**src/hdl/bringup_pkg.sv**
```systemverilog
// Bring-up monitor widths, vector types, timing defaults, report characters and scanner states
package bringup_pkg;

	// Sensed pins
	localparam int NUM_PINS = 16;

	typedef logic [NUM_PINS-1:0] pin_vec_t; // Raw levels or activity flags

	typedef logic [7:0] uart_byte_t;

	// Activity decay
	localparam int DECAY_W = 2;

	typedef logic [DECAY_W-1:0] decay_t;

	localparam decay_t DECAY_MAX = 2'd3; // Decay ticks a flag survives

	// Default periods in clock cycles, 12 MHz board clock
	localparam int unsigned CLOCKS_PER_BAUD  = 104;     // 115200 baud
	localparam int unsigned CLOCKS_PER_DEC   = 12000;   // 1 kHz
	localparam int unsigned CLOCKS_PER_SCAN  = 1200000; // 10 Hz
	localparam int unsigned CLOCKS_PER_DRIVE = 6000;    // Half period of tp9

	// Report line characters
	localparam uart_byte_t CHAR_ACTIVE = 8'h23; // '#'
	localparam uart_byte_t CHAR_QUIET  = 8'h2d; // '-'
	localparam uart_byte_t CHAR_CR     = 8'h0d;
	localparam uart_byte_t CHAR_LF     = 8'h0a;

	typedef enum logic [1:0] {
		SCAN_IDLE,
		SCAN_SEND, // One pin character
		SCAN_WAIT,
		SCAN_EOL   // CR then LF
	} scan_state_t;

endpackage

```
**src/hdl/tick_gen.sv**
```systemverilog
// Free-running period divider with one-cycle tick and toggling square wave
module tick_gen #(
	parameter int unsigned CLOCKS_PER_TICK = 16
) (
	input  logic clock,
	input  logic arst_n_i,
	output logic tick_o,
	output logic square_o
);

	localparam int unsigned CNT_W = (CLOCKS_PER_TICK > 1) ? $clog2(CLOCKS_PER_TICK) : 1;
	localparam logic [CNT_W-1:0] CNT_LAST = CNT_W'(CLOCKS_PER_TICK - 1);

	logic [CNT_W-1:0] cnt_q;
	logic wrap;

	assign wrap = (cnt_q == CNT_LAST);

	always_ff @(posedge clock or negedge arst_n_i) begin
		if (!arst_n_i) begin
			cnt_q    <= '0;
			tick_o   <= 1'b0;
			square_o <= 1'b0;
		end else begin
			tick_o   <= wrap;
			square_o <= square_o ^ wrap; // Half period is one tick period
			if (wrap) begin
				cnt_q <= '0;
			end else begin
				cnt_q <= cnt_q + 1'b1;
			end
		end
	end

endmodule

```
**src/hdl/pin_sensor_bank.sv**
```systemverilog
// Per-pin synchroniser, edge detector and decaying activity counter
module pin_sensor_bank import bringup_pkg::*; (
	input  logic     clock,
	input  logic     arst_n_i,
	input  pin_vec_t pins_i,
	input  logic     dec_i,
	output pin_vec_t active_o
);

	pin_vec_t sync_q1;
	pin_vec_t sync_q2;
	pin_vec_t prev_q;
	pin_vec_t pin_edge;
	decay_t   decay_q [NUM_PINS];

	// Two-flop synchroniser plus one stage of history
	always_ff @(posedge clock or negedge arst_n_i) begin
		if (!arst_n_i) begin
			sync_q1 <= '0;
			sync_q2 <= '0;
			prev_q  <= '0;
		end else begin
			sync_q1 <= pins_i;
			sync_q2 <= sync_q1;
			prev_q  <= sync_q2;
		end
	end

	assign pin_edge = sync_q2 ^ prev_q; // Either polarity

	// An edge reloads, a decay tick counts down to zero
	always_ff @(posedge clock or negedge arst_n_i) begin
		if (!arst_n_i) begin
			for (int i = 0; i < NUM_PINS; i++) begin
				decay_q[i] <= '0;
			end
		end else begin
			for (int i = 0; i < NUM_PINS; i++) begin
				if (pin_edge[i]) begin
					decay_q[i] <= DECAY_MAX; // Edge wins over a coincident decay tick
				end else if (dec_i && (decay_q[i] != '0)) begin
					decay_q[i] <= decay_q[i] - 1'b1;
				end
			end
		end
	end

	// Alive while the counter has not run out
	always_comb begin
		for (int i = 0; i < NUM_PINS; i++) begin
			active_o[i] = |decay_q[i];
		end
	end

endmodule

```
**src/hdl/bringup_scanner.sv**
```systemverilog
// Scanner FSM that snapshots activity flags and streams one report line per scan tick
module bringup_scanner import bringup_pkg::*; (
	input  logic       clock,
	input  logic       arst_n_i,
	input  logic       scan_i,
	input  pin_vec_t   active_i,
	input  logic       hold_i,
	output logic       write_o,
	output uart_byte_t data_o
);

	localparam int PIN_W = $clog2(NUM_PINS);
	localparam int IDX_W = $clog2(NUM_PINS + 3);

	// Line positions past the pin characters
	localparam logic [IDX_W-1:0] IDX_CR   = IDX_W'(NUM_PINS);
	localparam logic [IDX_W-1:0] IDX_LF   = IDX_W'(NUM_PINS + 1);
	localparam logic [IDX_W-1:0] IDX_DONE = IDX_W'(NUM_PINS + 2);

	scan_state_t      state_q;
	pin_vec_t         snap_q;
	logic [IDX_W-1:0] idx_q;
	logic             frame_start;
	logic             sending;

	assign frame_start = (state_q == SCAN_IDLE) && scan_i;
	assign sending     = (state_q == SCAN_SEND) || (state_q == SCAN_EOL);

	// Only strobe when the UART is free
	assign write_o = sending && !hold_i;

	always_comb begin
		if (state_q == SCAN_SEND) begin
			data_o = snap_q[idx_q[PIN_W-1:0]] ? CHAR_ACTIVE : CHAR_QUIET;
		end else if (idx_q == IDX_LF) begin
			data_o = CHAR_LF;
		end else begin
			data_o = CHAR_CR;
		end
	end

	// Flags frozen for the whole line
	always_ff @(posedge clock) begin
		if (frame_start) begin
			snap_q <= active_i;
		end
	end

	always_ff @(posedge clock or negedge arst_n_i) begin
		if (!arst_n_i) begin
			state_q <= SCAN_IDLE;
			idx_q   <= '0;
		end else begin
			case (state_q)
				SCAN_IDLE: begin
					if (scan_i) begin
						idx_q   <= '0;
						state_q <= SCAN_SEND;
					end
				end
				SCAN_SEND, SCAN_EOL: begin
					if (write_o) begin
						idx_q   <= idx_q + 1'b1;
						state_q <= SCAN_WAIT;
					end
				end
				SCAN_WAIT: begin
					// One cycle so busy from the UART is visible again
					if (idx_q == IDX_DONE) begin
						state_q <= SCAN_IDLE;
					end else if (idx_q >= IDX_CR) begin
						state_q <= SCAN_EOL;
					end else begin
						state_q <= SCAN_SEND;
					end
				end
				default: begin
					state_q <= SCAN_IDLE;
				end
			endcase
		end
	end

endmodule

```
**src/hdl/uart_tx.sv**
```systemverilog
// 8N1 serial transmitter with busy flag
module uart_tx import bringup_pkg::*; #(
	parameter int unsigned CLOCKS_PER_BAUD = bringup_pkg::CLOCKS_PER_BAUD
) (
	input  logic       clock,
	input  logic       arst_n_i,
	input  logic       write_i,
	input  uart_byte_t data_i,
	output logic       busy_o,
	output logic       tx_o
);

	localparam int unsigned BAUD_W = (CLOCKS_PER_BAUD > 1) ? $clog2(CLOCKS_PER_BAUD) : 1;
	localparam logic [BAUD_W-1:0] BAUD_LAST = BAUD_W'(CLOCKS_PER_BAUD - 1);
	localparam logic [3:0] BIT_STOP = 4'd9;

	logic [BAUD_W-1:0] baud_q;
	logic [3:0]        bit_q; // 0 start, 1 to 8 data, 9 stop
	uart_byte_t        shift_q;
	logic              accept;
	logic              baud_end;
	logic              next_bit;

	assign accept   = write_i && !busy_o;
	assign baud_end = (baud_q == BAUD_LAST);
	assign next_bit = busy_o && baud_end && (bit_q != BIT_STOP);

	always_ff @(posedge clock or negedge arst_n_i) begin
		if (!arst_n_i) begin
			busy_o <= 1'b0;
			tx_o   <= 1'b1; // Line idles high
			baud_q <= '0;
			bit_q  <= '0;
		end else if (!busy_o) begin
			if (write_i) begin
				busy_o <= 1'b1;
				tx_o   <= 1'b0; // Start bit
				baud_q <= '0;
				bit_q  <= '0;
			end
		end else if (baud_end) begin
			baud_q <= '0;
			if (bit_q == BIT_STOP) begin
				busy_o <= 1'b0;
			end else begin
				tx_o  <= shift_q[0];
				bit_q <= bit_q + 1'b1;
			end
		end else begin
			baud_q <= baud_q + 1'b1;
		end
	end

	// LSB first, ones shifted in supply the stop bit
	always_ff @(posedge clock) begin
		if (accept) begin
			shift_q <= data_i;
		end else if (next_bit) begin
			shift_q <= {1'b1, shift_q[7:1]};
		end
	end

endmodule

```
**src/hdl/bringup_boundary.sv**
```systemverilog
// Bring-up monitor top level with driver pin, pin sensors, line scanner and UART
module bringup_boundary import bringup_pkg::*; #(
	parameter int unsigned SCAN_CLOCKS  = CLOCKS_PER_SCAN,
	parameter int unsigned DEC_CLOCKS   = CLOCKS_PER_DEC,
	parameter int unsigned DRIVE_CLOCKS = CLOCKS_PER_DRIVE,
	parameter int unsigned BAUD_CLOCKS  = CLOCKS_PER_BAUD
) (
	input  logic     clock,
	input  logic     arst_n_i,
	input  pin_vec_t pins_i,
	output logic     tp9_o,
	output logic     uart_tx_o
);

	logic       dec_tick;
	logic       scan_tick;
	pin_vec_t   pin_active;
	logic       uart_write;
	uart_byte_t uart_data;
	logic       uart_busy;

	// Square wave on tp9 for a probe or loopback wire
	tick_gen #(
		.CLOCKS_PER_TICK(DRIVE_CLOCKS)
	) i_drive_tick (
		.clock   (clock),
		.arst_n_i(arst_n_i),
		.tick_o  (),
		.square_o(tp9_o)
	);

	tick_gen #(
		.CLOCKS_PER_TICK(DEC_CLOCKS) // Slower than the driver
	) i_dec_tick (
		.clock   (clock),
		.arst_n_i(arst_n_i),
		.tick_o  (dec_tick),
		.square_o()
	);

	tick_gen #(
		.CLOCKS_PER_TICK(SCAN_CLOCKS)
	) i_scan_tick (
		.clock   (clock),
		.arst_n_i(arst_n_i),
		.tick_o  (scan_tick),
		.square_o()
	);

	pin_sensor_bank i_pin_sensor_bank (
		.clock   (clock),
		.arst_n_i(arst_n_i),
		.pins_i  (pins_i),
		.dec_i   (dec_tick),
		.active_o(pin_active)
	);

	bringup_scanner i_bringup_scanner (
		.clock   (clock),
		.arst_n_i(arst_n_i),
		.scan_i  (scan_tick),
		.active_i(pin_active),
		.hold_i  (uart_busy),
		.write_o (uart_write),
		.data_o  (uart_data)
	);

	uart_tx #(
		.CLOCKS_PER_BAUD(BAUD_CLOCKS)
	) i_uart_tx (
		.clock   (clock),
		.arst_n_i(arst_n_i),
		.write_i (uart_write),
		.data_i  (uart_data),
		.busy_o  (uart_busy),
		.tx_o    (uart_tx_o)
	);

endmodule

```
**config.mk**
```make
export PLATFORM = sky130hd
export DESIGN_NAME = bringup_boundary
export DESIGN_NICKNAME = d
export VERILOG_FILES = /design/src/hdl/bringup_pkg.sv /design/src/hdl/tick_gen.sv /design/src/hdl/pin_sensor_bank.sv /design/src/hdl/bringup_scanner.sv /design/src/hdl/uart_tx.sv /design/src/hdl/bringup_boundary.sv
export SDC_FILE = /design/constraint.sdc
export NUM_CORES = 1
export LEC_CHECK = 0
export ABC_AREA = 1
export BUFFER_PORTS_ARGS = -buffer_cell sky130_fd_sc_hd__buf_2
export CAP_MARGIN = 10
export CORE_UTILIZATION = 50
export CTS_BUF_LIST = sky130_fd_sc_hd__clkbuf_4 sky130_fd_sc_hd__clkbuf_8
export CTS_CLUSTER_DIAMETER = 80
export DETAILED_ROUTE_END_ITERATION = 8
export PLACE_DENSITY = 0.68
export SLEW_MARGIN = 40
export SYNTH_ARGS = -nofsm -noshare
export SYNTH_HDL_FRONTEND = slang
export SYNTH_SLANG_ARGS = --single-unit
```
**constraint.sdc**
```tcl
create_clock -name clock -period 2 [get_ports clock]
set_clock_uncertainty 0.05 [all_clocks]
set_input_delay 0.2 -clock clock [delete_from_list [all_inputs] [get_ports clock]]
set_output_delay 0.2 -clock clock [all_outputs]
set_load 0.02 [all_outputs]
```
# ---- Word level (Yosys, flattened, before mapping)
# Cells that the tools add are included.
dict set report op_classes {
  n_addsub 22
  order_cmp 2
  bitwise 2
  n_eq_ne 15
  n_reduce_logical 79
  muxes 65
}
# op n
set op_table {}
lappend op_table {{2-bit 2-to-1 mux} 36}
lappend op_table {{2-bit nonzero test} 35}
lappend op_table {{2-bit OR reduction} 17}
lappend op_table {{2-bit by 1-bit subtractor with 2-bit output (second input constant)} 16}
lappend op_table {{8-bit 2-to-1 mux} 3}
lappend op_table {{21-bit by 1-bit adder with 21-bit output (second input constant)} 1}
lappend op_table {{21-bit == test (second input constant)} 1}
lappend op_table {{1-bit logical AND} 21}
lappend op_table {{21-bit 2-to-1 mux} 1}
lappend op_table {{7-bit 2-to-1 mux} 3}
lappend op_table {{4-bit 2-to-1 mux} 5}
lappend op_table {{16-bit XOR} 1}
lappend op_table {{14-bit by 1-bit adder with 14-bit output (second input constant)} 1}
lappend op_table {{14-bit == test (second input constant)} 1}
lappend op_table {{14-bit 2-to-1 mux} 1}
lappend op_table {{13-bit by 1-bit adder with 13-bit output (second input constant)} 1}
lappend op_table {{13-bit == test (second input constant)} 1}
lappend op_table {{13-bit 2-to-1 mux} 1}
lappend op_table {{5-bit == test (second input constant)} 2}
lappend op_table {{5-bit 2-to-1 mux} 2}
lappend op_table {{5-bit case mux with 2 select lines} 1}
lappend op_table {{1-bit 2-to-1 mux} 9}
lappend op_table {{7-bit by 1-bit adder with 7-bit output (second input constant)} 1}
lappend op_table {{7-bit == test (second input constant)} 1}
lappend op_table {{other kinds (19)} 23}
dict set report totals {
  reg_bits 175
  wordCells 218
  out_inout_bits 2
}

# ---- Longest topological paths before layout
dict set report depth {
  word_depth 5
  ltp_mapped 13
}

# ---- By module
# From an unflattened synthesis, not the netlist that was laid out.
dict set report unflattened {
  hier_cells 992
  area_unflattened_um2 8597.0
}
# module n_inst cells_per_inst area_each_um2
set by_module_without_submodules {}
lappend by_module_without_submodules {pin_sensor_bank 1 357 3283.1}
lappend by_module_without_submodules {{tick_gen (i_scan_tick)} 1 169 1355.0}
lappend by_module_without_submodules {bringup_scanner 1 119 1156.1}
lappend by_module_without_submodules {uart_tx 1 127 1114.8}
lappend by_module_without_submodules {{tick_gen (i_dec_tick)} 1 115 895.9}
lappend by_module_without_submodules {{tick_gen (i_drive_tick)} 1 105 792.0}

# ---- Worst setup path after synthesis
# OpenSTA, ideal clock, no wires.
dict set report synth_timing {
  kind {reg-to-reg}
  startpoint {reg i_uart_tx.baud_q[0]}
  endpoint {reg i_uart_tx.shift_q[0] (enable)}
  t_arrival_ns 1.186
  stages_incl_launch_ff 8
  required_time_ns 1.640
  setup_time_ns 0.310
  setup_slack_ns 0.454
  path_buffers 0
  path_cell_list {dfrtp_1 > ha_1 > nand2_1 > inv_2 > nand4_1 > nand2_1 > nand3_2 > inv_2}
}
dict set report synth_between {
  elab_chain_cells 4
}
# item line
set synth_lines {}
lappend synth_lines {{from (decl)} uart_tx.sv:17} ;# logic [BAUD_W-1:0] baud_q;
lappend synth_lines {{from (signal assigned)} uart_tx.sv:50} ;# baud_q <= baud_q + 1'b1;
lappend synth_lines {{7-bit == test} uart_tx.sv:25} ;# assign baud_end = (baud_q == BAUD_LAST);
lappend synth_lines {{1-bit logical AND (2 in a row)} uart_tx.sv:26} ;# assign next_bit = busy_o && baud_end && (bit_q != BIT_STOP);
lappend synth_lines {{2-bit nonzero test (no line)} n/a}
lappend synth_lines {{to (signal assigned)} uart_tx.sv:57} ;# shift_q <= data_i;
lappend synth_lines {{to (signal assigned)} uart_tx.sv:59} ;# shift_q <= {1'b1, shift_q[7:1]};
lappend synth_lines {{to (decl)} uart_tx.sv:19} ;# uart_byte_t shift_q;
# No other way between the ends.
# A chain may end at the register's enable or synchronous reset.

# ---- Worst setup path in the final report
dict set report layout_timing {
  startpoint {reg i_uart_tx.baud_q[0]}
  endpoint {reg i_uart_tx.shift_q[7] (enable)}
}
# Same word-level chain as after synthesis.

==> qor.yml <==
clkLatencyLatePin_ns: 0.46
drt_iter0_drc: 333
globalRouteOverflowTotal: 0
crit_slowest_cell: "dfrtp_1"
pwr_density_cell_nw_per_um2: 725.7
arrival_ns: 1.89
ctsRootBufferMaster: "clkbuf_8"
worstPathMaxFanout: 10
end_kind: "flip-flop"
ioPinCount: 20
fin_crit_ns: 1.777
drcViolationCount: 0
routedWlPerCell_um: 11.67
synth-seq-cells: 175
power.internal_mw: 4.764
placement_rows: 45
antenna_found_initial: 0
synth_edf_count: 24
die_h_um: 126.6
grt_max_degree: 46
synthTopCellsByArea: "dfrtp_1, edfxtp_1, inv_1"
cts_tree: "built"
io_buffers: 19
rsz0062_at_grt: "no"
grtUsageTotal_pct: 17.58
finalSetupTns_ns: 0
grt_pass1_vias: 5167
max-cap-violations: 0
power_leakage_nw: 4.245
worstSetupStartpointType: "flip-flop"
syn_nets: 845
setup_violations: 0
area_growth_pct: 11.73
nNetsFinal: 898
clkTransAtPathRegs_ns: 0.10
hold_class: "primary input to asynchronous set/reset pin"
switching_share_pct: 24.25
pwr-share-clk_pct: 39.2
netlist_top_cells_count: "dfrtp_1, inv_1, nand2_1"
status: "finished clean"
crit_required_ns: 2.11
critical_path_class: "flip-flop to flip-flop"
worst_slew_pin_slew_ns: 0.4634
cts.path.max_buffers: 2
grt_pass1_wl_mm: 22.60
dpl.hpwl_mm: 8.531
cts_max_level: 4
crit_chain: "ha_1, nand2_1, inv_2, nand4_1, nand2_1, nand3_2, inv_2"
via_per_inst: 4.878
core_um2: 15150
design_area_um2: 8666
n_antenna_cell: 0
synth_cell_types: 42
multi_input_area_um2: 2623
netSwitchingPower_mw: 1.525
maxSlewHeadroom_pct: 68.94
crit_family: "simple AND/OR/NAND/NOR gates"
syn_area_um2: 7756
final_antenna_net_count: 0
power_frac_seq_pct: 58.3
finalHoldViolCount: 0
die_w_um: 126.6
synth_cells: 802
numCtsBuffers: 17
fmax_ghz: 0.5626
comb_power_share_pct: 2.6
place_congestion: 0.8990
yosysMostFrequentCell: "dfrtp_1"
cts_sinks: 175
die-area_um2: 16010
ys.flop_type: "dfrtp_1"
fillers: 1268
drv_slew: 0
seq_area_frac_synth_pct: 58.03
vias: 5151
post_synth.cell_area_avg_um2: 9.671
initial_utilization_pct: 51.21
yosysTopAreaCellShare_pct: 48.39
drt_wl_total_mm: 12.33
post_dp_cell_area_um2: 8098
dr.pass1.iters: 4
ys_async_sr_fraction_pct: 86.29
reg2reg_setup_slack_ns: 0.22
synth_top_area_cell: "dfrtp_1"
seqCellArea_um2: 4501
ys_warn_count: 0
crit_path_max_incr_delay_ns: 0.39
vdd_ir_drop_max_uv: 513.4
critPathBufInv: 2
min_period_over_period_pct: 88.87
drive_above_1_share_pct: 11.64
cells by family (layout without fill, tap and decap cells):
kind of cell               Yosys count  count (layout)  share of synthesized area (%)
xor gates and xnor gates            41              41                          4.630
AOI/OAI and AO/OA                   94              94                          6.501
buffers and inverters              159             225                          8.162
DFF                                175             175                          58.03
muxes                                1               1                         0.1291
and+or+nand+nor                    307             307                          18.52
adders and majority gates           25              25                          4.033
power by group through the flow:
| stage | registers [mW] | clock network [mW] | logic (mW) |
|---|---|---|---|
| floorplan | 3.73 | 0 | 0.0434 |
| global placement | 3.74 | 0 | 0.140 |
| detailed placement | 3.74 | 0 | 0.141 |
| CTS | 3.67 | 2.55 | 0.168 |
| global route | 3.67 | 2.69 | 0.189 |
| finish | 3.67 | 2.46 | 0.162 |
layout make-up:
cell class	instances	area share [%]
multi-input combinational	468	30.26
sequential	175	51.93
timing repair buffer	41	3.855
clock inverter	15	1.891
clock buffer	17	2.700
inverter	152	6.642
tap	188	2.714
repair_timing:
item / CTS / global route
hold buffers: 17 / 0
endpoints found under the hold margin: 80 / 0
gates resized for setup: 0 / 0
setup buffers: 0 / 0
layer usage:
layer  share of wire [%]  global-route usage [%]
met1                  49                   23.24
met5                   0                       0
met3                 3.2                   5.019
met2                  47                   28.47
met4                 1.3                   4.819
flip-flops by register name (all words and copies together), names as in the netlist, 4 cells and up:
| signal | cells |
|---|---|
| i_dec_tick.cnt_q | 14 |
| i_drive_tick.cnt_q | 13 |
| i_pin_sensor_bank.sync_q2 | 16 |
| i_scan_tick.cnt_q | 21 |
| i_bringup_scanner.snap_q | 16 |
| i_pin_sensor_bank.prev_q | 16 |
| i_uart_tx.bit_q | 4 |
| i_uart_tx.shift_q | 8 |
| i_uart_tx.baud_q | 7 |
| i_pin_sensor_bank.decay_q | 32 |
| i_bringup_scanner.idx_q | 5 |
| i_pin_sensor_bank.sync_q1 | 16 |
cells in the final DEF (no fill, tap or decap), types with 3 or more instances in the layout:
| cell | instances |
|---|---|
| clkbuf_8 | 17 |
| nand3_1 | 36 |
| nor4_1 | 3 |
| dfrtp_1 | 150 |
| xnor2_1 | 5 |
| nand2_1 | 105 |
| o22ai_1 | 6 |
| nor2_2 | 10 |
| buf_2 | 18 |
| inv_1 | 139 |
| nand3_2 | 4 |
| clkinv_4 | 3 |
| inv_6 | 4 |
| xor2_1 | 36 |
| dlygate4sd3_1 | 17 |
| inv_8 | 6 |
| a21oi_1 | 34 |
| buf_4 | 3 |
| ha_1 | 25 |
| inv_2 | 11 |
| nand2_2 | 6 |
| o21ai_0 | 44 |
| nor2_1 | 92 |
| edfxtp_1 | 24 |
| nand4_1 | 11 |
| nor3_1 | 27 |
| nor3_2 | 3 |
worst register-to-register path, cell delays in order, from the launching register on:
cell and delay (ns):
dfrtp_1 0.39, ha_1 0.18, nand2_1 0.07, inv_2 0.06, nand4_1 0.13, nand2_1 0.20
nand3_2 0.17, inv_2 0.22
metrics by stage:
stage          util (%)  worst slack [ns]  power, mW  hold slack (ns)  std cells
3_5_place_dp      53.47            0.2502      3.879           0.1127       1007
5_1_grt           57.22           0.05270      6.556           0.1767       1056
3_3_place_gp      53.47            0.3117      3.876           0.1182       1007
2_1_floorplan         -            0.4540      3.777          -0.1456        802
6_report          57.22            0.2226      6.289           0.1797       1056
4_1_cts           57.22            0.2272      6.387           0.1654       1056
final timing paths:
kind                                                     from                             to  cells past startpoint
worst min-delay path                                 arst_n_i  i_pin_sensor_bank.decay_q[23]                      2
worst max register to register            i_uart_tx.baud_q[0]           i_uart_tx.shift_q[7]                      7
min in group clock              i_pin_sensor_bank.sync_q1[12]  i_pin_sensor_bank.sync_q2[12]                      0
max in group asynchronous                            arst_n_i            i_dec_tick.cnt_q[2]                      3
worst max-delay path                      i_uart_tx.baud_q[0]           i_uart_tx.shift_q[7]                      7
worst min register to register  i_pin_sensor_bank.sync_q1[12]  i_pin_sensor_bank.sync_q2[12]                      0
No activity file was read; power rests on OpenSTA's default activity.
